--- config.mk ---
export PLATFORM = sky130hd
export DESIGN_NAME = gr_file
export DESIGN_NICKNAME = d
export VERILOG_FILES = /design/src/cpu_pkg.sv /design/src/gr_file.sv
export SDC_FILE = /design/constraint.sdc
export NUM_CORES = 1
export LEC_CHECK = 0
export BUFFER_PORTS_ARGS = -buffer_cell sky130_fd_sc_hd__buf_2
export CAP_MARGIN = 20
export CORE_MARGIN = 10
export CORE_UTILIZATION = 58
export DETAILED_ROUTE_END_ITERATION = 7
export PLACE_DENSITY = 0.76
export SYNTH_ARGS = -nofsm -noshare
export SYNTH_HDL_FRONTEND = slang
export SYNTH_SLANG_ARGS = --single-unit
--- constraint.sdc ---
create_clock -name clk -period 2.38 [get_ports clk]
set_clock_uncertainty 0.2 [all_clocks]
set_input_delay 0.119 -clock clk [delete_from_list [all_inputs] [get_ports clk]]
set_output_delay 0.119 -clock clk [all_outputs]
set_load 0.02 [all_outputs]
--- src/cpu_pkg.sv ---
package cpu_pkg;

  localparam int xlen_c    = 32;                 // data path width, one word
  localparam int reg_cnt_c = 16;                 // architectural registers
  localparam int reg_aw_c  = $clog2(reg_cnt_c);  // register index width
  localparam int imm_w_c   = 12;                 // immediate field width

  // major opcode, low nibble of the instruction word
  typedef enum logic [3:0] {
    op_addi = 4'h0,  // rd = rs1 + imm
    op_alu  = 4'h1,  // rd = rs1 op rs2
    op_jalr = 4'h2,  // rd = pc + 1, pc = rs1
    op_jeq  = 4'h3,  // pc = rs1 when rs2 is zero
    op_lw   = 4'h4,  // rd = mem[rs1 + imm]
    op_sw   = 4'h5,  // mem[rs1 + imm] = rs2
    op_halt = 4'hA   // stop until reset
  } opcode_e;

  // alu operation, same code as the opt field
  typedef enum logic [3:0] {
    alu_add = 4'h0,
    alu_sub = 4'h1,
    alu_and = 4'h2,
    alu_or  = 4'h3,
    alu_xor = 4'h4
  } alu_op_e;

  // instruction word, high bits first
  typedef struct packed {
    logic [imm_w_c-1:0]  imm;     // signed offset or constant
    logic [reg_aw_c-1:0] rs2;     // second source, store data
    logic [reg_aw_c-1:0] rs1;     // first source, base or jump target
    logic [reg_aw_c-1:0] rd;      // destination
    logic [3:0]          opt;     // alu function for op_alu
    opcode_e             opcode;  // unknown codes run as nop
  } instr_t;

  // decoded controls for the datapath
  typedef struct packed {
    alu_op_e    alu_op;   // alu function
    logic       use_imm;  // operand b is the sign extended imm
    logic       reg_we;   // register file write
    logic [1:0] wb_sel;   // write-back source
    logic       mem_we;   // data memory write
  } ctrl_t;

  // one data memory write as seen on the board store bus
  typedef struct packed {
    logic              valid;  // a write happens at the coming edge
    logic [xlen_c-1:0] addr;   // word index after wrap
    logic [xlen_c-1:0] data;   // word being written
  } store_evt_t;

endpackage
--- src/gr_file.sv ---
`timescale 1ns/1ps

module gr_file import cpu_pkg::*; (
  input  logic                clk,
  input  logic                arst_n,
  input  logic [reg_aw_c-1:0] rs1,
  input  logic [reg_aw_c-1:0] rs2,
  output logic [xlen_c-1:0]   rs1_val,
  output logic [xlen_c-1:0]   rs2_val,
  input  logic                wr_en,
  input  logic [reg_aw_c-1:0] wr_addr,
  input  logic [xlen_c-1:0]   wr_data
);

  logic [reg_cnt_c-1:0][xlen_c-1:0] x;  // x[0] is never written

  // both ports read through, x0 forced to zero
  assign rs1_val = (rs1 == '0) ? '0 : x[rs1];
  assign rs2_val = (rs2 == '0) ? '0 : x[rs2];

  always_ff @(posedge clk or negedge arst_n) begin
    if (!arst_n) begin
      x <= '0;
    end else if (wr_en && (wr_addr != '0)) begin  // drop writes to x0
      x[wr_addr] <= wr_data;
    end
  end

endmodule

**Word level (Yosys, flattened, before mapping)**

Cells that the tools add are included.
Widths: inputs -> output; s select.

- Register bits: 512
- Input bits: 47
- Output and inout bits: 64
- Word-level logic and storage cells: 34

- $lt $le $gt $ge: 4
- Multiplexer cells: 9
- Reduce and logical (&&, ||, !) cells: 5

Operators with widths:

| kind | count |
|---|---|
| $bwmux 512 | 1 |
| $bmux 32 s4 | 2 |
| $mux 32 | 5 |
| $demux 32 s4 | 1 |
| $lt 4x5->1 const B | 3 |
| $logic_not 4->1 | 2 |
| $ge 4x1->1 const B | 1 |
| $reduce_bool 4->1 | 1 |
| $logic_and 1x1->1 | 2 |

**Depth between registers and ports, before layout**

- Depth after elaboration: 5
- Mapped depth: 8
- Mapped depth without buffers: 4

**Worst setup path before layout**

Ideal clock, no wire load.

- Path kind: input to output
- From: in rs2[1]
- To: out rs2_val[10]
- Arrival: 1644 ps
- Required time: 2061 ps
- Path slack: 417 ps
- Stages on the path: 6
- Cell sequence: buf_2 -> buf_6 -> buf_2 -> clkbuf_1 -> mux4_2 -> a221o_1

- Cells in the longest elaborated chain, start to end: 3
- Elaborated cells between the ends (all ways): 4

RTL lines:

| what | RTL line | source |
|---|---|---|
| start: declaration | gr_file.sv:7 | `input logic [reg_aw_c-1:0] rs2,` |
| $bmux 32 s4 | gr_file.sv:19 | `assign rs2_val = (rs2 == '0) ? '0 : x[rs2];` |
| $mux 32 (implied by the code) | gr_file.sv:19 |  |
| $mux 32 * | gr_file.sv:19 |  |
| end: declaration | gr_file.sv:9 | `output logic [xlen_c-1:0] rs2_val,` |

Mark *: on every way between the ends. The rest lies on a longest branch, timed or not. The select of a mux whose other input is x is not followed.

**Worst setup path in the final report**

- From: reg x[356] in the netlist's numbering
- To: out rs2_val[4]

- Cells in the longest elaborated chain, start to end: 3

RTL lines:

| what | RTL line | source |
|---|---|---|
| start: declaration | gr_file.sv:15 | `logic [reg_cnt_c-1:0][xlen_c-1:0] x;` |
| start signal: indexed assignment | gr_file.sv:25 | `x[wr_addr] <= wr_data;` |
| $bmux 32 s4 | gr_file.sv:19 |  |
| $mux 32 (implied by the code) | gr_file.sv:19 |  |
| $mux 32 | gr_file.sv:19 |  |

No other way between the ends. The select of a mux whose other input is x is not followed.

==> flow_metrics.tcl <==
set metrics [dict create \
    outcome "complete, but fails checks" \
    failed_checks "setup timing" \
    layout-drive-gt1-share 0.5854 \
    clock_sinks 481 \
    setup_viol 30 \
    io_pins 111 \
    wl_per_cell_microns 28.13 \
    synth-simple-area-share 0.02670 \
    cts_buffer_depth 3 \
    place.detailed.hpwl_microns 45020 \
    syn_inst 1765 \
    largest_register_ffs 481 \
    async_reset_ff_frac 1.000 \
    cts_tree "done" \
    fin_setup_tns_ns -1.305 \
    clk_pin_slew_ns 0.06 \
    powerDensity_nw_per_um2 873.8 \
    synth_top_family_by_area "multiplexers" \
    synth_seq_cells 481 \
    end_kind "primary output" \
    synth_fa_ha_area_frac 0 \
    synth_compound_area_frac 0.06657 \
    avgSynthCellArea_sq_um 14.58 \
    largest_register "x" \
    via_per_inst 6.761 \
    drc 0 \
    htreeDepth 2 \
    crit_required_ns 2.06 \
    seq_area_frac_synth 0.4678 \
    rsz0062_at_grt "true" \
    drt_iter0_drc 1723 \
    cap_violations 0 \
    fin_crit_sh 1.068 \
    postLayoutCoreUtil 0.7045 \
    grt_pass1_wl_microns 113200 \
    min_path_type "input port to flip-flop" \
    power.leakage_nw 13.23 \
    overflow 0 \
    antenna_found_initial 1 \
    clockRootBuffer "clkbuf_16" \
    start_util 0.5844 \
    rrSetupSlack_ns 1.15 \
    fin_crit_ns 2.542 \
    fp.dieW_microns 230.6 \
    synth_nets 1812 \
    ant_nets 0 \
    wl_microns 73830 \
    start_kind "flip-flop" \
    grt_pass1_vias 18920 \
    synth.mux.area_fraction 0.4033 \
    worst_pin_slew_ns 0.6462 \
    ys.flop_type "dfrtp_1" \
    synth_edf_count 0 \
    synth_cell_type_count 38 \
    fp-row-count 77 \
    synthToLayoutAreaGrowth_pct 20.55 \
    slew_viol_final 0 \
    layout_commonest_cell "mux2_2" \
    nNetsFinal 2036 \
    grtUsageTotal 0.2737 \
    insertion_delay_ns 0.58 \
    fmax_mhz 393.4 \
    drtPass1Iterations 5 \
    die_h_microns 230.6 \
    yosysWarningCount 0 \
    mostFrequentLayoutCells "mux2_2, dfrtp_1, buf_4" \
    vias 17740 \
    gp_congestion 0.8463 \
    cts_buffers 51 \
    finalHoldViolations 0 \
    min_path_cells 5 \
    nFillCells 2898 \
    slew_headroom 0.5692 \
    path_class "flip-flop to primary output" \
    ir_worst_vdd_mv 0.7074 \
    fp.coreArea_sq_um 44030 \
    io_buffers 110 \
    grt_start_max_net_pins 89 \
    path_max_fanout 2 \
    synth-xor-area-share 0 \
    netlist_area_sq_um 25730 \
    die_area_sq_um 53190 \
    top_regs "x: 481 flops" \
    setup_slack_ns -0.1620 \
    r2r_cells 3 \
    finalPower_mw 27.10 \
    crit_arrival_ns 2.22 \
]
-- where the power goes --
part / switching [mW] / leakage (nW) / internal (mW)
registers: 1.49 / 5.90 / 10.1
logic: 2.82 / 6.44 / 4.32
clock network: 3.37 / 0.889 / 5.01
-- Yosys cell counts, types with 3 or more instances --
library cell,number,area [sq um]
nor2b_1,37,231.5
o31a_1,29,254.0
clkbuf_1,95,356.6
buf_1,4,15.01
o22a_1,29,254.0
a221oi_2,18,270.3
a221o_1,31,310.3
buf_6,9,101.4
a22oi_1,30,225.2
nand2b_1,5,31.28
mux2_1,16,180.2
nand3b_1,4,30.03
mux4_2,159,3581
buf_2,68,340.3
or3_1,3,18.77
a221oi_1,13,113.9
mux2_2,528,5946
dfrtp_1,481,12040
nor2_1,41,153.9
o22ai_1,33,206.5
mux2i_1,67,670.6
nor3_1,32,160.2
buf_4,8,60.06
nand2_1,6,22.52
-- worst paths after layout --
path                                    start                  to
max                        x[356]$_DFFE_PN0P_          rs2_val[4]
min                                wr_addr[1]  x[398]$_DFFE_PN0P_
max reg2reg                x[296]$_DFFE_PN0P_  x[296]$_DFFE_PN0P_
min reg2reg                 x[30]$_DFFE_PN0P_   x[30]$_DFFE_PN0P_
max in group asynchronous              arst_n  x[365]$_DFFE_PN0P_
min in group asynchronous              arst_n  x[474]$_DFFE_PN0P_
-- per-layer routing --
metal,global-route usage,wire length (microns),up-vias
li1,-,-,7296
met1,0.3501,28900,9352
met2,0.4563,36940,893
met3,0.05004,5381,200
met4,0.1091,2599,0
met5,0,0,-
-- layout make-up --
class | count | area, sq um | area share
clock inverter | 21 | 234.0 | 0.007543
sequential | 481 | 12040 | 0.3880
inverter | 1 | 3.754 | 0.0001210
clock buffer | 74 | 1535 | 0.04949
tap | 592 | 740.7 | 0.02388
multi-input combinational | 1097 | 13160 | 0.4243
timing repair buffer | 357 | 3303 | 0.1065
antenna | 1 | 2.502 | 0.00008067
-- critical path, stage by stage, from the launching register on --
cell,delay [ns]
dfrtp_1,0.39
mux4_2,0.52
nor2b_4,0.15
nor3_2,0.05
a221o_1,0.35
buf_6,0.17
-- metrics by stage --
| step | std cells | cell area (sq um) | hold slack (ns) | setup slack, ns |
|---|---|---|---|---|
| 2_1_floorplan | 1765 | 25730 | -0.3766 | 0.4168 |
| 3_3_place_gp | 2409 | 27700 | -0.1511 | 0.1478 |
| 3_5_place_dp | 2409 | 27700 | -0.1462 | 0.1243 |
| 4_1_cts | 2608 | 30630 | 0.07269 | -0.1398 |
| 5_1_grt | 2624 | 31020 | 0.1204 | -0.2063 |
| 6_report | 2624 | 31020 | 0.09856 | -0.1620 |
-- cell families after synthesis --
kind of cell / Yosys count
multiplexers: 770
AND/OR/NAND/NOR: 133
flip-flops: 481
AO/OA/AOI/OAI: 194
buffers and inverters: 187
-- what timing repair did --
| action | CTS | global route |
|---|---|---|
| gates cloned | 0 | 0 |
| resized for setup | 86 | 68 |
| setup buffers | 70 | 16 |
| hold endpoints to repair | 961 | 0 |
| endpoints found under the setup margin | 34 | 49 |
| hold buffers | 35 | 0 |
| pin swaps | 18 | 18 |
Note: power is estimated with default switching activity, not from simulation.
