==> src/cpu_pkg.sv <==
package cpu_pkg;

  localparam int xlen_c    = 32;                 // data path width, one word
  localparam int reg_cnt_c = 16;                 // architectural registers
  localparam int reg_aw_c  = $clog2(reg_cnt_c);  // register index width
  localparam int imm_w_c   = 12;                 // immediate field width

  // major opcode, low nibble of the instruction word
  typedef enum logic [3:0] {
    op_addi = 4'h0,  // rd = rs1 + imm
    op_alu  = 4'h1,  // rd = rs1 op rs2
    op_jalr = 4'h2,  // rd = pc + 1, pc = rs1
    op_jeq  = 4'h3,  // pc = rs1 when rs2 is zero
    op_lw   = 4'h4,  // rd = mem[rs1 + imm]
    op_sw   = 4'h5,  // mem[rs1 + imm] = rs2
    op_halt = 4'hA   // stop until reset
  } opcode_e;

  // alu operation, same code as the opt field
  typedef enum logic [3:0] {
    alu_add = 4'h0,
    alu_sub = 4'h1,
    alu_and = 4'h2,
    alu_or  = 4'h3,
    alu_xor = 4'h4
  } alu_op_e;

  // instruction word, high bits first
  typedef struct packed {
    logic [imm_w_c-1:0]  imm;     // signed offset or constant
    logic [reg_aw_c-1:0] rs2;     // second source, store data
    logic [reg_aw_c-1:0] rs1;     // first source, base or jump target
    logic [reg_aw_c-1:0] rd;      // destination
    logic [3:0]          opt;     // alu function for op_alu
    opcode_e             opcode;  // unknown codes run as nop
  } instr_t;

  // decoded controls for the datapath
  typedef struct packed {
    alu_op_e    alu_op;   // alu function
    logic       use_imm;  // operand b is the sign extended imm
    logic       reg_we;   // register file write
    logic [1:0] wb_sel;   // write-back source
    logic       mem_we;   // data memory write
  } ctrl_t;

  // one data memory write as seen on the board store bus
  typedef struct packed {
    logic              valid;  // a write happens at the coming edge
    logic [xlen_c-1:0] addr;   // word index after wrap
    logic [xlen_c-1:0] data;   // word being written
  } store_evt_t;

endpackage
==> src/mem_file.sv <==
`timescale 1ns/1ps

module mem_file import cpu_pkg::*; #(
  parameter int DMEM_DEPTH = 64
) (
  input  logic              clk,
  input  logic              arst_n,
  input  logic [xlen_c-1:0] addr,    // alu result, word address
  input  logic [xlen_c-1:0] wdata,   // rs2 value
  input  logic              mem_we,
  output logic [xlen_c-1:0] rdata,
  output store_evt_t        store_evt
);

  localparam int dm_aw = $clog2(DMEM_DEPTH);

  logic [DMEM_DEPTH-1:0][xlen_c-1:0] mem;
  logic [dm_aw-1:0]                  idx;  // address wrapped into the array

  assign idx   = dm_aw'(addr % DMEM_DEPTH);
  assign rdata = mem[idx];  // load data in the same cycle

  always_ff @(posedge clk or negedge arst_n) begin
    if (!arst_n) begin
      mem <= '0;
    end else if (mem_we) begin
      mem[idx] <= wdata;
    end
  end

  // board store bus, shows the write before its edge
  assign store_evt.valid = mem_we;
  assign store_evt.addr  = xlen_c'(idx);
  assign store_evt.data  = wdata;

  // a pending write carries a known address and word
  a_store_known: assert property (@(posedge clk) disable iff (!arst_n)
    store_evt.valid |-> !$isunknown({store_evt.addr, store_evt.data}))
    else $error("store bus carries an unknown address or data");

endmodule

==> config.mk <==
export PLATFORM = sky130hd
export DESIGN_NAME = mem_file
export DESIGN_NICKNAME = d
export VERILOG_FILES = /design/src/cpu_pkg.sv /design/src/mem_file.sv
export SDC_FILE = /design/constraint.sdc
export NUM_CORES = 2
export LEC_CHECK = 0
export BUFFER_PORTS_ARGS = -buffer_cell sky130_fd_sc_hd__buf_2
export CAP_MARGIN = 20
export CORE_AREA = 2 2 547 685
export CTS_CLUSTER_SIZE = 28
export DETAILED_ROUTE_END_ITERATION = 10
export DIE_AREA = 0 0 549 687
export GPL_TIMING_DRIVEN = 0
export PLACE_DENSITY = 0.47
export SLEW_MARGIN = 25
export SYNTH_ARGS = -nofsm -noshare
export SYNTH_HDL_FRONTEND = slang
export SYNTH_SLANG_ARGS = --single-unit
==> constraint.sdc <==
create_clock -name clk -period 2.3 [get_ports clk]
set_input_delay 0.23 -clock clk [delete_from_list [all_inputs] [get_ports clk]]
set_output_delay 0.23 -clock clk [all_outputs]
set_load 0.1 [all_outputs]
---- After elaboration in Yosys (flattened, before gate mapping) ----
Index checks and enable logic that the tools add are counted.
word-level totals
  logic and storage cells ................. 72
  bits of input ports ..................... 67
  output and inout port bits .............. 97
  flip-flop bits (word level) ............. 2048
operators by class
  reduce and logical (&&, ||, !) cells .... 1
  muxes and demuxes ....................... 5
  magnitude comparators ................... 2
operators by type and width
  kind                  number
  $bwmux W2048          1
  $bmux W32 S6          1
  $demux W32 S6         1
  $mux W32              2
  $lt A6 B7 Y1 const B  1
  $ge A6 B1 Y1 const B  1
  $logic_and A1 B1 Y1   1

---- Longest topological paths before layout ----
  depth in word-level cells ............... 5
  depth in mapped cells ................... 11
  gate-level depth less buffers ........... 6

---- Worst setup path before layout ----
OpenSTA, ideal clock, no wires.
  path type ............................... input port to output port
  from .................................... input port addr[2]
  to ...................................... output port rdata[0]
  data required time ...................... 2.070 ns
  path slack .............................. -0.996 ns
  arrival ................................. 3.066 ns
  cell stages on the path ................. 10
  path buffers ............................ 6
  cell sequence ........................... buf_2 > and2_1 > clkbuf_1 > buf_2 > buf_2 > buf_2 > buf_2 > a22oi_1 > o22a_1 > o211ai_1
between the ends
  cells in the longest elaborated chain, start to end .. 2
RTL lines
  what                            line            text
  from (decl)                     mem_file.sv:8   input logic [xlen_c-1:0] addr,
  $bmux W32 S6                    mem_file.sv:21  assign rdata = mem[idx];
  $mux W32 (implied by the code)  mem_file.sv:21
  to (decl)                       mem_file.sv:11  output logic [xlen_c-1:0] rdata,
Every way passes these cells. The select of a mux whose other input is x is not followed.

---- Final worst setup path ----
  from .................................... register mem[349] (netlist name)
  to ...................................... output port rdata[29]
between the ends
  cells in the longest elaborated chain, start to end .. 2
RTL lines
  what                               line            text
  from (decl)                        mem_file.sv:17  logic [DMEM_DEPTH-1:0][xlen_c-1:0] mem;
  from (signal, indexed assignment)  mem_file.sv:27  mem[idx] <= wdata;
  $bmux W32 S6                       mem_file.sv:21
  $mux W32 (implied by the code)     mem_file.sv:21
Every way passes these cells. The select of a mux whose other input is x is not followed.

==> flow_summary.yaml <==
floorplanning:
  boundaryPins: 164
  core_area_um2: 370000
  start_util_pct: 24.9
  die_width_um: 549
  num_rows: 250
  die_area_um2: 377000
  die_y_um: 687
grt:
  grt_usage_pct: 32.7
  grt_start_max_net_pins: 131
  grt_pass1_vias: 70300
  met1_usage_pct: 38.5
  grtUsageMet3_pct: 9.50
  antenna_found_initial: 105
  grt_use_met2_pct: 47.2
  busiest_layer: "met2"
  overflow: 0
  grt_pass1_wl_um: 788000
cells_and_area:
  multi_input_area_um2: 41000
  top_regs: "mem x2048"
  fillers: 36700
  fin_cells: 12600
  top_register: "mem"
  final_nets: 7460
  regArea_um2: 51300
  drive_gt1_share_pct: 52.2
  fin_util_pct: 32.0
  largest_reg_flops: 2048
  area_growth_syn_to_layout_pct: 28.2
sta:
  skew_ns: 0
  finalSetupViolCount: 1210
  hold_violations: 0
  finalCritPeriodShare_pct: 184
  timing.slew.headroom_pct: 13.9
  tightest_slew_ns: 1.29
  rsz0062_at_grt: "yes"
  timing.final.ws_setup_ns: -1.92
  holdWs_ns: 0.0320
  finalMaxSlewViolations: 0
  clock.fmax_ghz: 0.237
  layout_min_cycle_time_ns: 4.22
worst_setup_path:
  cp.required_ns: 2.07
  startpoint_type: "register"
  endpoint_kind: "output pin"
  worst-path-max-fanout: 2
  cpMaxStageDelayCell: "nand4_1"
  path_class: "register to output pin"
  crit_path_cell_trace: "a221oi_2 > nor2_2 > o21ai_4 > nand4_1 > or3_4 > buf_12"
  crit_arrival_ns: 3.99
  crit_path_max_incr_delay_ns: 0.86
clocking:
  htreeDepth: 4
  tritoncts: "yes"
  insertion_delay_ns: 0.96
  root_buffer: "clkbuf_16"
  cts_max_path_buffers: 4
  cts.sinks: 2048
  cts_buffers: 223
  clk_pin_slew_worst_paths_ns: 0.06
logic_synthesis:
  synth_edf_count: 0
  synthTopCellsByArea: "dfrtp_1 56%, mux2_2 25%, a221oi_1 4.6%"
  async_flop_share_pct: 100
  yosys.area.top_type: "dfrtp_1"
  netlist_area_um2: 92300
  yosys_warnings: 0
  postSynthCellCount: 6769
  synth_area_per_cell_um2: 13.6
  synth-main-ff-cell: "dfrtp_1"
  yosys.cell_types.count: 54
  yosysTopAreaCellShare_pct: 55.5
  ys_seq_area_share_pct: 55.5
  synth_seq_cells: 2048
status:
  run_status: "finished with violations"
  violations: "setup timing"
pwr:
  vdd_drop_max_mv: 0.645
  static-leakage-power_uw: 0.0527
  power.density_nw_per_um2: 855
placed_design:
  dp_hpwl_um: 462000
  portBuffers: 76
  place_inst: 11900
  globalplace.congestion: 1.07
route:
  wl_per_cell_um: 50.0
  dr.first_iter.drc_count: 8547
  vias: 72800
  final_antenna_net_count: 0
  viasPerCell: 5.79
  wl_um: 629000
  dr.pass1.iters: 7
  remaining_drc_errors: 0
job:
  drv_cap: 0
hold_path:
  hold_class: "input pin to register"
[layout by cell type, fill, tap and decap left out, drive strengths merged, types with 46 or more instances in the layout]
master and instances:
nor3 57, a221oi 488, mux2 2060, mux4 98
a22oi 184, clkbuf 660, clkinv 46, dfrtp 2048
nand2 125, o21ai 159, a22o 49, diode 88
mux2i 116, nor2 252, buf 803, o22ai 90
a21oi 53
[routing by layer]
| layer | routed length, um | part of all wire, % | up-vias |
|---|---|---|---|
| met4 | 72400 | 12 | 38 |
| met1 | 232000 | 37 | 39300 |
| met3 | 58700 | 9.3 | 1715 |
| li1 | - | - | 26700 |
| met5 | 367 | 0.058 | - |
| met2 | 265000 | 42 | 4990 |
[critical path: cells and delay by family, from the launching register on]
family	cells	cell delay [ns]
compound gates	2	0.63
buf+inv	1	0.19
flops	1	0.46
simple gates	3	1.70
[cell usage after synthesis (98+ instances only)]
cell / count
nand2_1: 124
o21ai_0: 146
mux4_2: 98
buf_1: 132
mux2i_1: 116
a221oi_1: 488
dfrtp_1: 2048
a22oi_1: 184
buf_2: 256
nor2_1: 250
mux2_2: 2047
clkbuf_1: 332
[logic make-up after synthesis]
group | count (synthesis) | share of synthesized area, %
flip-flops | 2048 | 55.5
AND/OR/NAND/NOR | 529 | 2.52
buffers and inverters | 807 | 3.99
other | 1 | 0.00406
multiplexers | 2274 | 28.8
AO/OA/AOI/OAI | 1110 | 9.20
[where the power goes]
| part | leakage [uW] | switching, uW | internal [uW] |
|---|---|---|---|
| Combinational | 0.0218 | 11300 | 7170 |
| Sequential | 0.0272 | 3160 | 40800 |
| Clock | 0.00372 | 16800 | 21900 |
[worst paths after layout]
check                          start   endpoint  slack, ns  cells after the start
max in group asynchronous     arst_n   mem[652]      -0.55                     12
min reg2reg                 mem[541]   mem[541]       0.50                      1
max reg2reg                 mem[356]   mem[356]       1.19                      1
min in group asynchronous     arst_n    mem[48]       0.48                      7
max                         mem[349]  rdata[29]      -1.92                      6
min                        wdata[25]  mem[1913]       0.03                      2
[final cells by class]
type / instances / share of cell area, %
Clock inverter: 75 / 0.862
Sequential cell: 2048 / 43.3
Inverter: 4 / 0.0180
Tap cell: 4914 / 5.20
Timing Repair Buffer: 380 / 5.21
Buffer: 797 / 5.07
Clock buffer: 323 / 5.50
Multi-Input combinational cell: 3939 / 34.6
Antenna cell: 88 / 0.186
[stage by stage]
step                      power, uW  instance area (um2)  worst slack, ns  setup TNS (ns)
final                        101000               118000            -1.92         -277.40
after global routing         103000               118000            -1.83         -406.50
after CTS                    100000               117000            -1.70         -653.55
after detailed placement      60500               104000            -3.27        -3259.66
after global placement        59100                99500           -46.93               -
after floorplan               51700                93000           -0.645           -5.40
[timing repair]
action                                  in CTS  in global routing
endpoints found under the setup margin    1789               1406
hold endpoints to repair                   352                178
hold buffers                                35                  1
resized for setup                         1035                177
setup buffers                               56                 39
pin swaps                                  156                116
gates cloned                                 6                  8
No activity file was read; power rests on OpenSTA's default activity.
