## config.mk

```make
export PLATFORM = sky130hd
export DESIGN_NAME = cpu_ctrl
export DESIGN_NICKNAME = d
export VERILOG_FILES = /design/src/cpu_pkg.sv /design/src/cpu_ctrl.sv
export SDC_FILE = /design/constraint.sdc
export NUM_CORES = 1
export LEC_CHECK = 0
export BUFFER_PORTS_ARGS = -buffer_cell sky130_fd_sc_hd__buf_2
export CAP_MARGIN = 10
export CORE_AREA = 2 2 71 73
export DETAILED_ROUTE_END_ITERATION = 7
export DIE_AREA = 0 0 73 75
export GPL_TIMING_DRIVEN = 0
export PLACE_DENSITY_LB_ADDON = 0.1
export SLEW_MARGIN = 20
export SYNTH_ARGS = -nofsm -noshare
export SYNTH_HDL_FRONTEND = slang
export SYNTH_SLANG_ARGS = --single-unit
```

## constraint.sdc

```tcl
create_clock -name clk -period 2.3 [get_ports clk]
set_clock_uncertainty 0.2 [all_clocks]
set_input_delay 0.115 -clock clk [delete_from_list [all_inputs] [get_ports clk]]
set_output_delay 0.115 -clock clk [all_outputs]
set_load 0.03 [all_outputs]
```

## src/cpu_pkg.sv

```systemverilog
package cpu_pkg;

  localparam int xlen_c    = 32;                 // data path width, one word
  localparam int reg_cnt_c = 16;                 // architectural registers
  localparam int reg_aw_c  = $clog2(reg_cnt_c);  // register index width
  localparam int imm_w_c   = 12;                 // immediate field width

  // major opcode, low nibble of the instruction word
  typedef enum logic [3:0] {
    op_addi = 4'h0,  // rd = rs1 + imm
    op_alu  = 4'h1,  // rd = rs1 op rs2
    op_jalr = 4'h2,  // rd = pc + 1, pc = rs1
    op_jeq  = 4'h3,  // pc = rs1 when rs2 is zero
    op_lw   = 4'h4,  // rd = mem[rs1 + imm]
    op_sw   = 4'h5,  // mem[rs1 + imm] = rs2
    op_halt = 4'hA   // stop until reset
  } opcode_e;

  // alu operation, same code as the opt field
  typedef enum logic [3:0] {
    alu_add = 4'h0,
    alu_sub = 4'h1,
    alu_and = 4'h2,
    alu_or  = 4'h3,
    alu_xor = 4'h4
  } alu_op_e;

  // instruction word, high bits first
  typedef struct packed {
    logic [imm_w_c-1:0]  imm;     // signed offset or constant
    logic [reg_aw_c-1:0] rs2;     // second source, store data
    logic [reg_aw_c-1:0] rs1;     // first source, base or jump target
    logic [reg_aw_c-1:0] rd;      // destination
    logic [3:0]          opt;     // alu function for op_alu
    opcode_e             opcode;  // unknown codes run as nop
  } instr_t;

  // decoded controls for the datapath
  typedef struct packed {
    alu_op_e    alu_op;   // alu function
    logic       use_imm;  // operand b is the sign extended imm
    logic       reg_we;   // register file write
    logic [1:0] wb_sel;   // write-back source
    logic       mem_we;   // data memory write
  } ctrl_t;

  // one data memory write as seen on the board store bus
  typedef struct packed {
    logic              valid;  // a write happens at the coming edge
    logic [xlen_c-1:0] addr;   // word index after wrap
    logic [xlen_c-1:0] data;   // word being written
  } store_evt_t;

endpackage
```

## src/cpu_ctrl.sv

```systemverilog
`timescale 1ns/1ps

module cpu_ctrl import cpu_pkg::*; #(
  parameter  int IMEM_DEPTH = 64,
  localparam int pc_w       = $clog2(IMEM_DEPTH)
) (
  input  logic              clk,
  input  logic              arst_n,
  input  logic              run,         // level, execute while high
  input  instr_t            instr,       // word at pc
  input  logic [xlen_c-1:0] alu_result,
  input  logic              rs2_zero,    // branch condition for jeq
  input  logic [xlen_c-1:0] rs1_val,     // jump target
  input  logic [xlen_c-1:0] mem_rdata,   // load data
  output logic [pc_w-1:0]   pc,          // word address of the fetch
  output ctrl_t             ctrl,
  output logic              wr_en,
  output logic [reg_aw_c-1:0] wr_addr,
  output logic [xlen_c-1:0] wr_data,
  output logic              halted       // sticky until reset
);

  localparam logic [1:0] wb_alu  = 2'd0;  // alu result
  localparam logic [1:0] wb_mem  = 2'd1;  // load data
  localparam logic [1:0] wb_link = 2'd2;  // return address

  logic              exec;     // an instruction retires this cycle
  logic              is_halt;
  logic [xlen_c-1:0] link;     // pc + 1 as a full word
  logic [xlen_c-1:0] next_pc;  // kept wide so a bad target is visible

  assign exec    = run && !halted;
  assign is_halt = (instr.opcode == op_halt);
  assign link    = xlen_c'(pc) + 1'b1;

  always_comb begin
    ctrl = '0;  // nop, alu_add, no writes
    case (instr.opcode)
      op_addi: begin
        ctrl.use_imm = 1'b1;
        ctrl.reg_we  = 1'b1;
        ctrl.wb_sel  = wb_alu;
      end
      op_alu: begin
        ctrl.alu_op = alu_op_e'(instr.opt);  // opt maps straight onto the op
        ctrl.reg_we = 1'b1;
        ctrl.wb_sel = wb_alu;
      end
      op_jalr: begin
        ctrl.reg_we = 1'b1;
        ctrl.wb_sel = wb_link;
      end
      op_lw: begin
        ctrl.use_imm = 1'b1;  // address = rs1 + imm
        ctrl.reg_we  = 1'b1;
        ctrl.wb_sel  = wb_mem;
      end
      op_sw: begin
        ctrl.use_imm = 1'b1;
        ctrl.mem_we  = 1'b1;
      end
      default: ;  // jeq, halt and nops write nothing
    endcase
    ctrl.reg_we = ctrl.reg_we && exec;  // no side effects while stopped
    ctrl.mem_we = ctrl.mem_we && exec;
  end

  always_comb begin
    case (instr.opcode)
      op_jalr: next_pc = rs1_val;
      op_jeq:  next_pc = rs2_zero ? rs1_val : link;
      op_halt: next_pc = xlen_c'(pc);  // park on the halt
      default: next_pc = link;
    endcase
  end

  always_comb begin
    case (ctrl.wb_sel)
      wb_mem:  wr_data = mem_rdata;
      wb_link: wr_data = link;
      default: wr_data = alu_result;
    endcase
  end

  assign wr_en   = ctrl.reg_we;
  assign wr_addr = instr.rd;

  always_ff @(posedge clk or negedge arst_n) begin
    if (!arst_n) begin
      pc     <= '0;
      halted <= 1'b0;
    end else if (exec) begin
      pc <= next_pc[pc_w-1:0];
      if (is_halt) begin
        halted <= 1'b1;  // takes effect at the end of the halt cycle
      end
    end
  end

  // jumps and fall-through must stay inside the loaded program
  a_pc_range: assert property (@(posedge clk) disable iff (!arst_n)
    exec |-> (next_pc < IMEM_DEPTH))
    else $error("next pc %0d outside instruction memory", next_pc);

endmodule

```

; ---- Yosys cells after proc, flatten, opt, wreduce, memory -nomap -nowiden
; Cells that the tools add are included.
[op_classes]
add_sub_neg = 1
n_eq_ne = 8
mux = 7
n_bitwise = 1
reduce_logical = 9
[ops]
columns = cell, n
row1 = one-hot mux 32 bit (2 select lines), 1
row2 = one-hot mux 6 bit (3 select lines), 1
row3 = one-hot mux 3 bit (3 select lines), 1
row4 = equality test 4 x 2 -> 1 bit (second input constant), 2
row5 = equality test 4 x 3 -> 1 bit (second input constant), 2
row6 = adder 6 x 1 -> 7 bit (second input constant), 1
row7 = two-way mux 6 bit, 1
row8 = equality test 4 x 1 -> 1 bit (second input constant), 1
row9 = equality test 4 bit (second input constant), 1
row10 = zero test 4 bit, 1
row11 = two-way mux 4 bit, 1
row12 = AND reduction 2 bit, 2
row13 = logical AND 1 bit, 3
row14 = OR reduction 3 bit, 1
row15 = equality test 2 x 1 -> 1 bit (second input constant), 1
row16 = equality test 2 bit (second input constant), 1
row17 = two-way mux 1 bit, 2
row18 = OR reduction 2 bit, 1
row19 = zero test 1 bit, 1
row20 = NOT 1 bit, 1
[totals]
regBits = 7
output_inout_bits = 53
word_cells = 28

; ---- Depth between registers and ports, before layout
[depth]
depth_word = 5
ltp_mapped = 8

; ---- Worst setup path after synthesis
; Ideal clock, no wire load.
[synth_timing]
path_kind = in2out
startpoint = input instr[1] (netlist bit)
endpoint = output wr_data[21]
arrival_ns = 2.027
t_required_ns = 1.985
slack_ns = -0.042
stages = 8
path_buffers = 2
cell_sequence = nor2_1 nand3_1 inv_1 ha_1 clkbuf_1 clkbuf_1 nand2_1 o21ai_0
[synth_between]
elab_chain_cells = 5
word_cells_on_any_way = 9
[synth_rtl]
columns = element, line_no
row1 = "start, declared", cpu_ctrl.sv:10  ; input instr_t instr,
row2 = equality test 4 x 1 -> 1 bit or zero test 4 bit (tied branches), cpu_ctrl.sv:38  ; case (instr.opcode)
row3 = OR reduction 2 bit (no source line), --
row4 = one-hot mux 3 bit (3 select lines) *, cpu_ctrl.sv:38
row5 = equality test 2 bit or equality test 2 x 1 -> 1 bit (tied branches), cpu_ctrl.sv:78  ; case (ctrl.wb_sel)
row6 = one-hot mux 32 bit (2 select lines) *, cpu_ctrl.sv:78
row7 = "end, declared", cpu_ctrl.sv:19  ; output logic [xlen_c-1:0] wr_data,
; Every way passes the cells marked *; elsewhere a longest branch is shown, timed or not.

; ---- Final worst setup path
[layout_timing]
startpoint = input instr[2] (netlist bit)
endpoint = output wr_data[22]
; The elaborated chain is that of the path after synthesis.

==> flow_metrics.tcl <==
set metrics [dict create \
    via_per_inst 4.493 \
    synthMuxAreaShare 0.03556 \
    crit_chain "buf_2 -> nand2b_4 -> nor3_1 -> inv_1 -> ha_2 -> clkbuf_2 -> nand2_1 -> o21ai_1 -> buf_2" \
    cp.depth 9 \
    cp_max_fo 10 \
    p_per_area_nw_per_um2 578.5 \
    die_x_um 73 \
    drt_iter0_drc 36 \
    drcViolationCount 0 \
    r2r_cells 4 \
    rows 25 \
    status "finished clean" \
    seq_area_um2 175.2 \
    hold_path.class "in -> reg" \
    cp_num_buf_inv 4 \
    rsz0062_at_grt "no" \
    grt_use_total 0.1480 \
    crit_arrival_ns 1.81 \
    setup.worst_path.start "instr[2]" \
    slew_headroom 0.6862 \
    grt_pass1_vias 1432 \
    final_layout_size_suffix_gt1_frac 0.4831 \
    synth_seq_cells 7 \
    final_antenna_net_count 0 \
    synth_top_family_by_area "simple AND/OR/NAND/NOR gates" \
    avgSynthCellArea_um2 6.120 \
    ys_warn_count 0 \
    port_buffers 134 \
    clock-sinks 7 \
    fin_crit_ns 2.122 \
    grt-ovfl-total 0 \
    fin_area_um2 1968 \
    nets 462 \
    grt_pass1_wl_um 6555 \
    place_area_um2 1864 \
    critPathMostFrequentCell "buf_2" \
    vias 1703 \
    tritoncts "done" \
    routabilityCongestion 0.8806 \
    tightestPinTransition_ns 0.4671 \
    critPathKind "in -> out" \
    synth_area_um2 1126 \
    worstSetupEndpoint "wr_data[22]" \
    r2r_end "pc[5]$_DFFE_PN0P_" \
    fmax_ghz 0.4713 \
    cp-start-kind "input port" \
    antenna_found_initial 0 \
    yosys.area_share.simple 0.3344 \
    synth_edf_count 0 \
    crit_path_max_incr_delay_ns 0.44 \
    start_util 0.2416 \
    fin_crit_sh 0.9224 \
    setup_viol 0 \
    syn_to_final_growth_pct 74.78 \
    drv_slew 0 \
    core_um2 4661 \
    async_flop_share 1.000 \
    place_ws_ns -0.2733 \
    diodes 0 \
    yosysSeqAreaShare 0.1556 \
    layout_setup_ws_ns 0.1784 \
    drt_wl_total_um 4609 \
    fin_cells 379 \
    rrSetupSlack_ns 0.74 \
    fp.dieH_um 75 \
    drv_cap 0 \
    cp_slowest_cell "ha_2" \
    cts_buffers 3 \
    h-tree-depth 1 \
    placedCellCount 372 \
    grt_max_degree 11 \
    worstReg2RegStart "halted$_DFFE_PN0P_" \
    power_w 0.001138 \
    end_kind "output port" \
    hold_violations 0 \
    die_area_um2 5475 \
    multi_input_area_um2 828.3 \
    place_hpwl_um 3952 \
    synth_compound_area_frac 0.2856 \
    path_clk_slew_ns 0.04 \
    wire_per_inst_um 12.16 \
    synthCells 184 \
    cpLargestDelayFamily "buffers and inverters" \
    fill_cells 522 \
    dr.pass1.iters 4 \
    synth_adder_area_share 0.04444 \
    cts_max_path_buffers 2 \
    synthXorXnorAreaFrac 0.03111 \
    required_ns 1.99 \
    io_pins 185 \
    synth_cell_type_count 38 \
    clk-insertion-delay-late_ns 0.22 \
    fin_hold_ws_ns 0.004502 \
    ir_drop_v 0.0006837 \
    leakagePower_nw 1.110 \
    synth_ff_type "dfrtp_1" \
    ctsRootBufferMaster "clkbuf_8" \
    synth_nets 320 \
]
routing by layer:
layer  track usage  wire length, µm
met1        0.1783             1873
met2        0.2583             2180
met3       0.05355              548
met4       0.02263                6
met5             0                0
worst min-delay path by stage:
stage,endpoint,slack (ns),depth (start not counted),start
4_1_cts,pc[5]$_DFFE_PN0P_,0.003,3,rs1_val[5]
5_1_grt,pc[5]$_DFFE_PN0P_,0.008,3,rs1_val[5]
3_3_place_gp,pc[3]$_DFFE_PN0P_,-0.24,1,arst_n
3_5_place_dp,pc[3]$_DFFE_PN0P_,-0.24,1,arst_n
6_report,pc[5]$_DFFE_PN0P_,0.005,3,rs1_val[5]
2_1_floorplan,halted$_DFFE_PN0P_,-0.38,0,arst_n
cells in the mapped netlist, types with 2 or more instances:
| master | count | area share |
|---|---|---|
| nor2_1 | 7 | 0.023 |
| xnor2_1 | 3 | 0.023 |
| mux2i_1 | 4 | 0.036 |
| buf_4 | 5 | 0.033 |
| a21oi_1 | 6 | 0.027 |
| o21ai_0 | 30 | 0.13 |
| and2_1 | 4 | 0.022 |
| nand2b_1 | 2 | 0.011 |
| inv_1 | 11 | 0.037 |
| dfrtp_1 | 7 | 0.16 |
| a221oi_1 | 3 | 0.023 |
| clkbuf_1 | 8 | 0.027 |
| nand2_1 | 56 | 0.19 |
| ha_1 | 4 | 0.044 |
| nor3_1 | 4 | 0.018 |
| buf_1 | 2 | 0.0067 |
| a22oi_1 | 5 | 0.033 |
| nand3_1 | 3 | 0.013 |
cell families (layout without fill, tap and decap cells):
group                      Yosys count  after routing
AOI/OAI and AO/OA                   54             54
muxes                                4              4
buffers and inverters               27            168
adders and majority gates            4              4
DFF                                  7              7
and+or+nand+nor                     84             84
xor gates and xnor gates             4              4
cell usage in the layout (no fill, tap or decap), drive strengths merged, types with 4 or more instances in the layout:
cell type | Yosys | routed
dlygate4sd3 | 0 | 4
and2 | 4 | 4
o21ai | 30 | 30
nor3 | 4 | 4
clkbuf | 8 | 12
dfrtp | 7 | 7
buf | 8 | 141
a21oi | 7 | 7
a22oi | 5 | 5
mux2i | 4 | 4
inv | 11 | 11
nand2 | 56 | 56
ha | 4 | 4
nor2 | 7 | 7
power by group:
part	internal [W]	switching (W)	total, W
combinational	0.000272	0.000444	0.000716
sequential	0.000179	0.0000777	0.000257
clock	0.000119	0.0000466	0.000166
layout make-up:
cell class,instances,area share
Timing Repair Buffer,138,0.3611
Buffer,15,0.05086
Tap cell,54,0.03433
Inverter,11,0.02098
Clock buffer,4,0.02289
Sequential cell,7,0.08900
Multi-Input combinational cell,150,0.4209
registers in the layout, summed over array words and instances, names as in the netlist:
register  flops
halted        1
pc            6
per-stage QoR:
stage               utilization  setup TNS, ns
floorplan                     -              0
global placement         0.4000         -5.633
detailed placement       0.4000         -5.969
CTS                      0.4191              0
global route             0.4223              0
finish                   0.4223              0
timing repair:
item | in CTS | in global routing
setup endpoints to repair | 32 | 29
setup buffers | 0 | 0
hold endpoints to repair | 10 | 0
gates resized for setup | 6 | 11
hold buffers | 4 | 0
tightest hold or removal path, delay by kind of cell:
| kind | cells | cell delay, ns |
|---|---|---|
| compound gates | 1 | 0.14 |
| buf+inv | 1 | 0.07 |
| mux | 1 | 0.06 |
No activity file was read; power rests on OpenSTA's default activity.
