**src/cpu_pkg.sv**
```systemverilog
package cpu_pkg;

  localparam int xlen_c    = 32;                 // data path width, one word
  localparam int reg_cnt_c = 16;                 // architectural registers
  localparam int reg_aw_c  = $clog2(reg_cnt_c);  // register index width
  localparam int imm_w_c   = 12;                 // immediate field width

  // major opcode, low nibble of the instruction word
  typedef enum logic [3:0] {
    op_addi = 4'h0,  // rd = rs1 + imm
    op_alu  = 4'h1,  // rd = rs1 op rs2
    op_jalr = 4'h2,  // rd = pc + 1, pc = rs1
    op_jeq  = 4'h3,  // pc = rs1 when rs2 is zero
    op_lw   = 4'h4,  // rd = mem[rs1 + imm]
    op_sw   = 4'h5,  // mem[rs1 + imm] = rs2
    op_halt = 4'hA   // stop until reset
  } opcode_e;

  // alu operation, same code as the opt field
  typedef enum logic [3:0] {
    alu_add = 4'h0,
    alu_sub = 4'h1,
    alu_and = 4'h2,
    alu_or  = 4'h3,
    alu_xor = 4'h4
  } alu_op_e;

  // instruction word, high bits first
  typedef struct packed {
    logic [imm_w_c-1:0]  imm;     // signed offset or constant
    logic [reg_aw_c-1:0] rs2;     // second source, store data
    logic [reg_aw_c-1:0] rs1;     // first source, base or jump target
    logic [reg_aw_c-1:0] rd;      // destination
    logic [3:0]          opt;     // alu function for op_alu
    opcode_e             opcode;  // unknown codes run as nop
  } instr_t;

  // decoded controls for the datapath
  typedef struct packed {
    alu_op_e    alu_op;   // alu function
    logic       use_imm;  // operand b is the sign extended imm
    logic       reg_we;   // register file write
    logic [1:0] wb_sel;   // write-back source
    logic       mem_we;   // data memory write
  } ctrl_t;

  // one data memory write as seen on the board store bus
  typedef struct packed {
    logic              valid;  // a write happens at the coming edge
    logic [xlen_c-1:0] addr;   // word index after wrap
    logic [xlen_c-1:0] data;   // word being written
  } store_evt_t;

endpackage
```
**src/alu.sv**
```systemverilog
`timescale 1ns/1ps

module alu import cpu_pkg::*; (
  input  logic [xlen_c-1:0]  a,         // rs1 value
  input  logic [xlen_c-1:0]  b,         // rs2 value
  input  logic [imm_w_c-1:0] imm,
  input  logic               use_imm,
  input  alu_op_e            alu_op,
  output logic [xlen_c-1:0]  result,
  output logic               rs2_zero
);

  logic [xlen_c-1:0] imm_ext;  // sign extended immediate
  logic [xlen_c-1:0] opb;      // selected second operand

  assign imm_ext = {{(xlen_c-imm_w_c){imm[imm_w_c-1]}}, imm};
  assign opb     = use_imm ? imm_ext : b;

  always_comb begin
    case (alu_op)
      alu_add: result = a + opb;
      alu_sub: result = a - opb;
      alu_and: result = a & opb;
      alu_or:  result = a | opb;
      alu_xor: result = a ^ opb;
      default: result = a + opb;  // unused opt codes fall back to add
    endcase
  end

  assign rs2_zero = (b == '0);  // jeq tests the raw rs2, never the imm

endmodule

```
**config.mk**
```make
export PLATFORM = sky130hd
export DESIGN_NAME = alu
export DESIGN_NICKNAME = d
export VERILOG_FILES = /design/src/cpu_pkg.sv /design/src/alu.sv
export SDC_FILE = /design/constraint.sdc
export NUM_CORES = 1
export LEC_CHECK = 0
export ABC_CLOCK_PERIOD_IN_PS = 8000
export BUFFER_PORTS_ARGS = -buffer_cell sky130_fd_sc_hd__buf_2
export CAP_MARGIN = 0
export CORE_AREA = 2 2 95 97
export DETAILED_ROUTE_END_ITERATION = 7
export DIE_AREA = 0 0 97 99
export PLACE_DENSITY = 0.8
export SYNTH_ARGS = -nofsm -noshare
export SYNTH_HDL_FRONTEND = slang
export SYNTH_SLANG_ARGS = --single-unit
export TNS_END_PERCENT = 100
```
**constraint.sdc**
```tcl
create_clock -name vclk -period 8
set_clock_uncertainty 0.05 [all_clocks]
set_input_delay 0 -clock vclk [all_inputs]
set_output_delay 0 -clock vclk [all_outputs]
set_load 0.05 [all_outputs]
```
======== Word-level counts from Yosys, hierarchy flattened ========
Cells that the tools add are included.
operators by class
  add/sub/neg operators ................... 2
  multipliers ............................. 0
  div/mod/pow operators ................... 0
  order comparisons ....................... 0
  equal/unequal tests ..................... 4
  shifts and indexed selects .............. 0
  mux-type cells .......................... 2
  bitwise logic cells ..................... 3
  reduce and logical (&&, ||, !) cells .... 1
operators by type and width
  kind                count
  $pmux 32 s4         1
  $add 32x32->32      1
  $and 32x32->32      1
  $logic_not 32->1    1
  $mux 32             1
  $or 32x32->32       1
  $sub 32x32->32      1
  $xor 32x32->32      1
  $eq 4x2->1 const B  2
  $eq 4x1->1 const B  1
  $eq 4x3->1 const B  1
word-level totals
  register bits after elaboration ......... 0
  latch bits .............................. 0
  RAM bits ................................ 0
  bits in read-only memories .............. 0
  logic and storage cells ................. 12
  memories kept ........................... 0

======== Logic depth before layout (Yosys ltp) ========
Gate-level depths: netlist of the first run.
  depth after elaboration ................. 3
  mapped depth ............................ 24

======== Worst setup path after synthesis of the first run ========
OpenSTA, ideal clock, no wires.
  path type ............................... input to output
  start ................................... input port use_imm
  end ..................................... output port result[30]
  arrival time ............................ 5704 ps
  setup slack ............................. 2246 ps
  cell stages on the path ................. 23
  path buffers ............................ 6
  cells stage by stage .................... buf_6 buf_2 clkbuf_1 buf_2 buf_1 mux2i_1 ha_1 o21ai_2 nor4_2 and3_2 nand2_2 or4_4 o21ai_0 xnor2_1 ha_1 clkbuf_1 and3_1 a41oi_1 o21ai_0 nor3_1 a21oi_1 xnor2_1 o21ai_0
on the way
  cells in the longest elaborated chain, start to end .. 3
  elaborated cells on any way between the ends .. 7
  classes of those cells .................. add/sub (2); mux (2); bitwise (3)
ends and longest elaborated chain
  item                                          line                  text
  start: declaration                            alu.sv:7              input logic use_imm,
  $mux 32 *                                     alu.sv:17             assign opb = use_imm ? imm_ext : b;
  $add 32x32->32, or another cell as far along  alu.sv:21, alu.sv:26
  $pmux 32 s4 *                                 alu.sv:20             case (alu_op)
  end: declaration                              alu.sv:9              output logic [xlen_c-1:0] result,
Mark *: on every way between the ends. The rest lies on a longest branch, timed or not.

======== Worst setup path in the final report of the first run ========
  start ................................... input port use_imm
  end ..................................... output port result[31]
Same word-level chain as after synthesis.

==> metrics.txt, run 1 <==
Critical path origin use_imm; Remaining Overflow, GRT 0; fill cell count ~830; DRC viols 0; CP Class in2out; Adder-Cell Fraction of Synth Area approximately a quarter; first-pass GRT wire length 23.6 mm; worst hold path type in2out; mux contribution to synthesized area 5.43%; met1 Usage GRT a little under two fifths; final hold violations 0; Worst Tran Pin Value around 0.91 ns; Synth warnings 0; CP max-delay cell buf_2; worst hold start b[24]; RSZ-0062 raised after global routing no; number of placement rows 34; Slew Limit Fails 0; chip width between 90 and 100 um; Layout Nets roughly 950; syn_nets about 860; Netlist cell types just under 60; core area 8550 um^2; DRT Wirelength 14.4 mm; Max VDD drop about 70 uV; top post-synthesis cells by area ha_1 (26%), xnor2_1 (9.1%), inv_1 (7.3%); CP required 7.95 ns; top cell type by total area after synthesis ha_1; routability cong. slightly below 1; DR iter-0 viols 193; critical-path maximum fanout 45; Setup Slack @ Placement around 3 ns; cells resized by post-CTS repair 0; complex-gate fraction of the synthesized area between 20 and 30%; P per Cell Area ~120 nW/um^2; Syn-to-layout area delta 13.4%; fin worst setup slack 2.97 ns; status finished clean; DRT Pass-1 Iters 4; mean number of vias per cell between 5 and 6; FFs & Latches 0; Design Area, Final ~5200 um^2; post-synthesis share of cell area spent on xor and xnor gates 11.4%; Tmin final just over 5 ns; ANT cells 0; setup_tns 0 ns; largest net degree at the start of global routing between 50 and 60; die height roughly 99 um; initial antenna violation count 0; FF/Latch Area 0 um^2; port bufs approximately 110; Final Cycle Share roughly 63%; CP cell instances buf_2 -> mux2i_1 -> ha_1 -> o21ai_2 -> nor4_2 -> and3_2 -> nand2_2 -> or4_4 -> o21ai_0 -> xnor2_1 -> ha_1 -> and3_1 -> a41oi_1 -> o21ai_0 -> a221oi_1 -> o31ai_1 -> xnor2_1 -> o21ai_1 -> buf_2; Post-DRT Antenna Nets 0; share of layout cells above drive strength 1 ~17%; CP Capture Type primary output; post-synthesis cell area 4600 um^2; Max-Cap Viols 0; final std cells w/o fill slightly below 900; area of the die approximately 9600 um^2; Most Crowded Layer GR met2; post-CTS setup buffers 0; total number of vias around 5200; multi-input logic area 4150 um^2; Worst setup SP type primary input; Post-Syn Instances slightly below 700; Setup Viol. Count Final 0; Initial Util 53.8%; Simple-Gate Fraction of Synth Area 17.9%; WP data arrival between 4 and 5 ns; met3 Use GR under 10%; most frequent cells in the layout buf_2 (114), ha_1 (96), inv_1 (89); Total GRT Usage between 20 and 30%; Placed Cells 873; HPWL after DPL between 10 and 15 mm; DR WL/cell between 15 and 20 um; top-area cell type share of the netlist area 26.1%; vias in the first global route approximately 5000; Slew HR 39.1%; sequential cell area fraction in the yosys report 0%; placed standard-cell area around 5200 um^2; Fmax slightly below 200 MHz; # IOs 114; met2 Use GR ~53%; CTS hold repair buffers 0; largest family of logic cells by synthesized area compound AO/OA/AOI/OAI gates; clock buffers 0; Pleak 0.00271 uW; Worst path max stage delay ~0.64 ns; commonest non-fill, non-tap cell in the layout buf_2; Mean Syn Cell Area a little under 7 um^2
[per-layer routing]
layer / share of wire, % / vias up
met5: 0 / -
met4: 1.9 / 0
met3: 7.0 / 25
met2: 48 / 202
met1: 43 / 2369
li1: - / 2558
[Yosys cell counts (2+ instances only)]
library cell  number
ha_1              96
inv_1             89
a21oi_1           65
nor2_1            53
nand2_1           49
xnor2_1           48
o21ai_0           40
clkbuf_1          28
mux2i_1           25
a211oi_1          19
a21o_1            19
o221ai_1          14
nor3_1            13
xor2_1            12
o31ai_1            9
o21bai_1           8
nand3_1            7
nor2b_1            7
nor4_1             7
a31oi_1            5
nand4_1            5
o211ai_1           5
o21ai_1            4
and2_1             3
and3_1             3
nand2b_1           3
o21a_1             3
or3_1              3
a41oi_1            2
buf_2              2
nor4b_1            2
o21ai_2            2
o22ai_1            2
or2_2              2
or4_1              2
[cells by family after synthesis]
| group | after synthesis |
|---|---|
| compound gates | 207 |
| xor+xnor | 60 |
| fa+ha+maj | 97 |
| buf+inv | 121 |
| mux | 25 |
| simple gates | 169 |
[power breakdown]
| part | total, uW | internal [uW] | switching, uW |
|---|---|---|---|
| Combinational | 633 | 203 | 431 |
| Clock | 0 | 0 | 0 |
| Sequential | 0 | 0 | 0 |
[stage by stage]
stage | hold WS [ns] | util [%] | total power, uW
detailed placement | 0.448 | 61.1 | 626
CTS | 0.454 | 61.1 | 629
finish | 0.446 | 61.1 | 633
floorplan | 0.216 | - | 479
global placement | 0.455 | 61.1 | 615
global route | 0.483 | 61.1 | 678
[area by class of cell]
type	count	share of cell area, %
Multi-Input combinational cell	558	79.5
Inverter	89	6.40
Timing Repair Buffer	118	11.5
Tap cell	108	2.59
[final timing paths]
check	to	depth (start not counted)
min	rs2_zero	5
max	result[31]	19
[critical path, delay by kind of cell]
family | cells | cell delay [ns]
AND/OR/NAND/NOR | 5 | 1.49
AO/OA/AOI/OAI | 7 | 1.26
buffers and inverters | 2 | 0.91
adder cells (fa/ha/maj) | 2 | 0.62
multiplexers | 1 | 0.43
XOR/XNOR | 2 | 0.26
Power figures use the tool's default switching activity.
==> inputs of run 2 (changes only) <==
Settings changed: ABC_CLOCK_PERIOD_IN_PS 8000 to 5100.
Clock period 8 ns to 5.1 ns, I/O delays scaled along.
==> run 2 against run 1 <==
Clock-buffer cell count unchanged. Die area unchanged. Combinational power increased by 58%. Non-clock buffer count increased by 6. Via count increased by 1.7%. Global-route usage increased by 0.33 points. Routed wire length increased by 1.2%. Critical path depth unchanged. Final area increased by 1.2%. Sequential share of layout area unchanged. Largest cell class unchanged.
==> metrics.txt, run 2 (synthesis gave the netlist of run 1 again) <==
status finished clean; Fmax around 210 MHz; cells resized by post-CTS repair 0; ANT cells 0; share of layout cells above drive strength 1 about 18%; WP data arrival approximately 4.6 ns; vias in the first global route 5190; Design Area, Final between 5000 and 6000 um^2; critical-path maximum fanout 16; Worst setup SP type primary input; clock buffers 0; first-pass GRT wire length 23.9 mm; HPWL after DPL roughly 12 mm; placed standard-cell area roughly 5300 um^2; Syn-to-layout area delta 14.7%; RSZ-0062 raised after global routing no; most frequent cells in the layout buf_2 (114), ha_1 (96), inv_1 (89); number of placement rows 34; Worst path max stage delay about 0.52 ns; final std cells w/o fill slightly below 900; mean number of vias per cell 5.96; DR WL/cell between 15 and 20 um; CP max-delay cell or4_4; Max-Cap Viols 0; buffers plus inverters on the worst setup path 2; DR iter-0 viols 260; post-CTS setup buffers 0; fin worst setup slack 0.415 ns; Initial Util a little over half; delay-heaviest family, CP simple AND/OR/NAND/NOR gates; DRT Wirelength roughly 15 mm; area of the die around 9600 um^2; Pleak between 0.002 and 0.003 uW; Placed Cells 879; Slew HR 56.4%; CP required roughly 5 ns; Tmin final ~4.7 ns; Post-DRT Antenna Nets 0; Worst Tran Pin Value around 0.65 ns; Remaining Overflow, GRT 0; fill cell count approximately 830; die height 99 um; Setup Viol. Count Final 0; # IOs roughly 110; Layout Nets approximately 950; CP Class in2out; CP Capture Type primary output; Max VDD drop ~140 uV; port bufs approximately 110; FF/Latch Area 0 um^2; DRT Pass-1 Iters 5; routability cong. about 0.98; Hold WS 0.438 ns; Setup Slack @ Placement around 0.48 ns; DRC viols 0; commonest non-fill, non-tap cell in the layout buf_2; core area about 8600 um^2; P per Cell Area approximately 190 nW/um^2; FFs & Latches 0; CTS hold repair buffers 0; chip width about 97 um; final hold violations 0; total number of vias roughly 5200; Slew Limit Fails 0; largest net degree at the start of global routing between 50 and 60; CP cell instances buf_2 -> mux2i_1 -> ha_1 -> o21ai_2 -> nor4_2 -> and3_2 -> nand2_2 -> or4_4 -> o21ai_0 -> xnor2_1 -> ha_1 -> and3_1 -> a41oi_1 -> o21ai_0 -> a221oi_1 -> o31ai_1 -> xnor2_1 -> o21ai_4 -> buf_2; worst hold path type in2out; Total GRT Usage ~29%; Final Cycle Share roughly nine tenths; initial antenna violation count 0
## run 2: cell count changes in the layout (fill, tap and decap cells not counted), sizes merged
cell / delta
buf: +6
## run 2: layout make-up
class / count / area, um^2 / share of cell area [%]
repair buffers: 124 / 646 / 12.2
multi-input cells: 558 / 4170 / 78.9
inverters: 89 / 334 / 6.32
well taps: 108 / 135 / 2.56
## run 2: routing by layer
metal	wire, um	track usage (%)
met1	6310	36.6
met2	7170	53.3
met3	840	2.48
met4	212	9.10
met5	0	0
## run 2: metrics by stage
| step | util [%] | setup TNS [ns] | total power [uW] |
|---|---|---|---|
| final | 61.8 | 0 | 1000 |
| after floorplan | - | -0.108 | 758 |
| after global placement | 61.8 | 0 | 973 |
| after CTS | 61.8 | 0 | 995 |
| after global routing | 61.8 | 0 | 1080 |
| after detailed placement | 61.8 | 0 | 991 |
## run 2: where the power goes
part / internal (uW) / total (uW) / switching [uW]
clock: 0 / 0 / 0
sequential: 0 / 0 / 0
combinational: 323 / 1000 / 677
## run 2: path summary, 6_finish.rpt
| path | from | end | slack, ns | depth (start not counted) |
|---|---|---|---|---|
| max | use_imm | result[31] | 0.42 | 19 |
| min | b[23] | rs2_zero | 0.44 | 5 |
## run 2: tightest hold or removal path, stage by stage
cell and delay, ns:
buf_2 0.09, nor4_1 0.05, nand3_1 0.07, nor4_1 0.06
buf_2 0.21
==> inputs of run 3 (changes only) <==
Settings changed: ABC_CLOCK_PERIOD_IN_PS 5100 to 4220, CELL_PAD_IN_SITES_DETAIL_PLACEMENT set to 1, CELL_PAD_IN_SITES_GLOBAL_PLACEMENT set to 1, CORE_AREA 2 2 95 97 to 2 2 117 119, DIE_AREA 0 0 97 99 to 0 0 119 121, PLACE_DENSITY 0.8 to not set, PLACE_DENSITY_LB_ADDON set to 0.1.
Clock period 5.1 ns to 4.22 ns, I/O delays scaled along.
==> run 3 against run 2 <==
Critical path depth unchanged. Routed wire length up 23%. Total power up 35%. Largest cell class unchanged. Final area up 11%. Critical path type unchanged. Non-clock buffer count up 33. Clock-buffer cell count unchanged.
==> metrics.txt, run 3 (synthesis gave the netlist of run 1 again) <==
status finished clean; initial antenna violation count 1; DR iter-0 viols about 180; Worst Tran Pin Value 0.867 ns; DR WL/cell 18.2 um; P per Cell Area between 200 and 250 nW/um^2; most frequent cells in the layout buf_2 (109), ha_1 (95), inv_1 (89); mean number of vias per cell 5.46; die height roughly 120 um; Setup Slack @ Placement -0.247 ns; routability cong. just over 0.9; commonest non-fill, non-tap cell in the layout buf_2; first-pass GRT wire length about 29 mm; DRC viols 0; total number of vias about 5400; Remaining Overflow, GRT 0; Layout Nets slightly below 1000; Fmax approximately 250 MHz; core area 13100 um^2; Pleak around 0.0030 uW; WP data arrival between 3 and 4 ns; clock buffers 0; Total GRT Usage around a quarter; most used cell, CP buf_4; Final Power 1350 uW; Initial Util a little over a third; HPWL after DPL about 15 mm; Worst setup SP type primary input; worst hold path type in2out; Max VDD drop 111 uV; area of the die between 10000 and 15000 um^2; CP Capture Type primary output; delay-heaviest family, CP compound AO/OA/AOI/OAI gates; share of layout cells above drive strength 1 approximately 25%; Post-DRT Antenna Nets 0; Tmin final around 4 ns; Worst path max stage delay 0.40 ns; DRT Pass-1 Iters 4; Slew HR a little over two fifths; port bufs between 100 and 150; CP required 4.17 ns; CP max-delay cell o211ai_1; # IOs around 110; Max-Cap Viols 0; Syn-to-layout area delta 27.0%; chip width approximately 120 um; FFs & Latches 0; RSZ-0062 raised after global routing no; fill cell count roughly 1700; Design Area, Final between 5000 and 6000 um^2; Slew Limit Fails 0; number of placement rows 42; vias in the first global route 5631; setup_tns 0 ns; largest net degree at the start of global routing 34; fin worst setup slack approximately 0.22 ns; Placed Cells between 900 and 1000; final hold violations 0; Final Cycle Share roughly 95%; placed standard-cell area ~5700 um^2; Setup Viol. Count Final 0; FF/Latch Area 0 um^2; DRT Wirelength between 15 and 20 mm; buffers plus inverters on the worst setup path 5; final std cells w/o fill 981; critical-path maximum fanout 23; CP cell instances buf_4 -> buf_8 -> and2_1 -> a21oi_4 -> o211ai_1 -> nor4_4 -> buf_4 -> nor2_1 -> xnor2_1 -> ha_1 -> and3_1 -> nand4_1 -> o211ai_1 -> o21ai_0 -> buf_4 -> o31ai_2 -> xnor2_1 -> o21ai_4 -> clkbuf_4; CP Class in2out
==> run 3: cell types whose count changed in the layout (fill, tap and decap cells not counted), moves of 4 or more <==
| cell | change |
|---|---|
| o221ai_1 | -6 |
| o31ai_1 | -4 |
| buf_2 | -5 |
| o21ai_2 | +5 |
| buf_4 | +33 |
| o221ai_2 | +6 |
==> run 3: power by group <==
part | switching (uW) | internal, uW | leakage [uW]
clock network | 0 | 0.0000317 | 0.00000000634
registers | 0 | 0 | 0
logic | 883 | 462 | 0.00296
==> run 3: worst paths after layout <==
path	depth (start not counted)	slack (ns)	startpoint	endpoint
max	19	0.22	use_imm	result[31]
min	5	0.48	b[23]	rs2_zero
==> run 3: cell type report <==
| cell class | count | area (um^2) | area share (%) |
|---|---|---|---|
| antenna | 1 | 2.50 | 0.0428 |
| inverter | 89 | 334 | 5.71 |
| multi-input combinational | 558 | 4380 | 74.8 |
| tap | 176 | 220 | 3.76 |
| timing repair buffer | 157 | 917 | 15.7 |
==> run 3: per-layer routing <==
metal  vias up  part of all wire, %  track usage [%]
li1       2649                    -                -
met2       106                   51             47.4
met4         0                  1.2             2.83
met1      2583                   44             30.6
met3        14                  3.6             1.27
met5         -                    0                0
==> run 3: timing repair <==
| action | in CTS | in global routing |
|---|---|---|
| endpoints found under the setup margin | 5 | 11 |
| pin swaps | 0 | 6 |
| hold buffers | 0 | 0 |
| resized for setup | 6 | 21 |
| setup buffers | 0 | 2 |
==> run 3: through the flow <==
stage / hold WS, ns / util, %
global route: 0.490 / 44.7
CTS: 0.471 / 43.8
global placement: 0.475 / 43.7
finish: 0.477 / 44.7
detailed placement: 0.468 / 43.7
floorplan: 0.216 / -
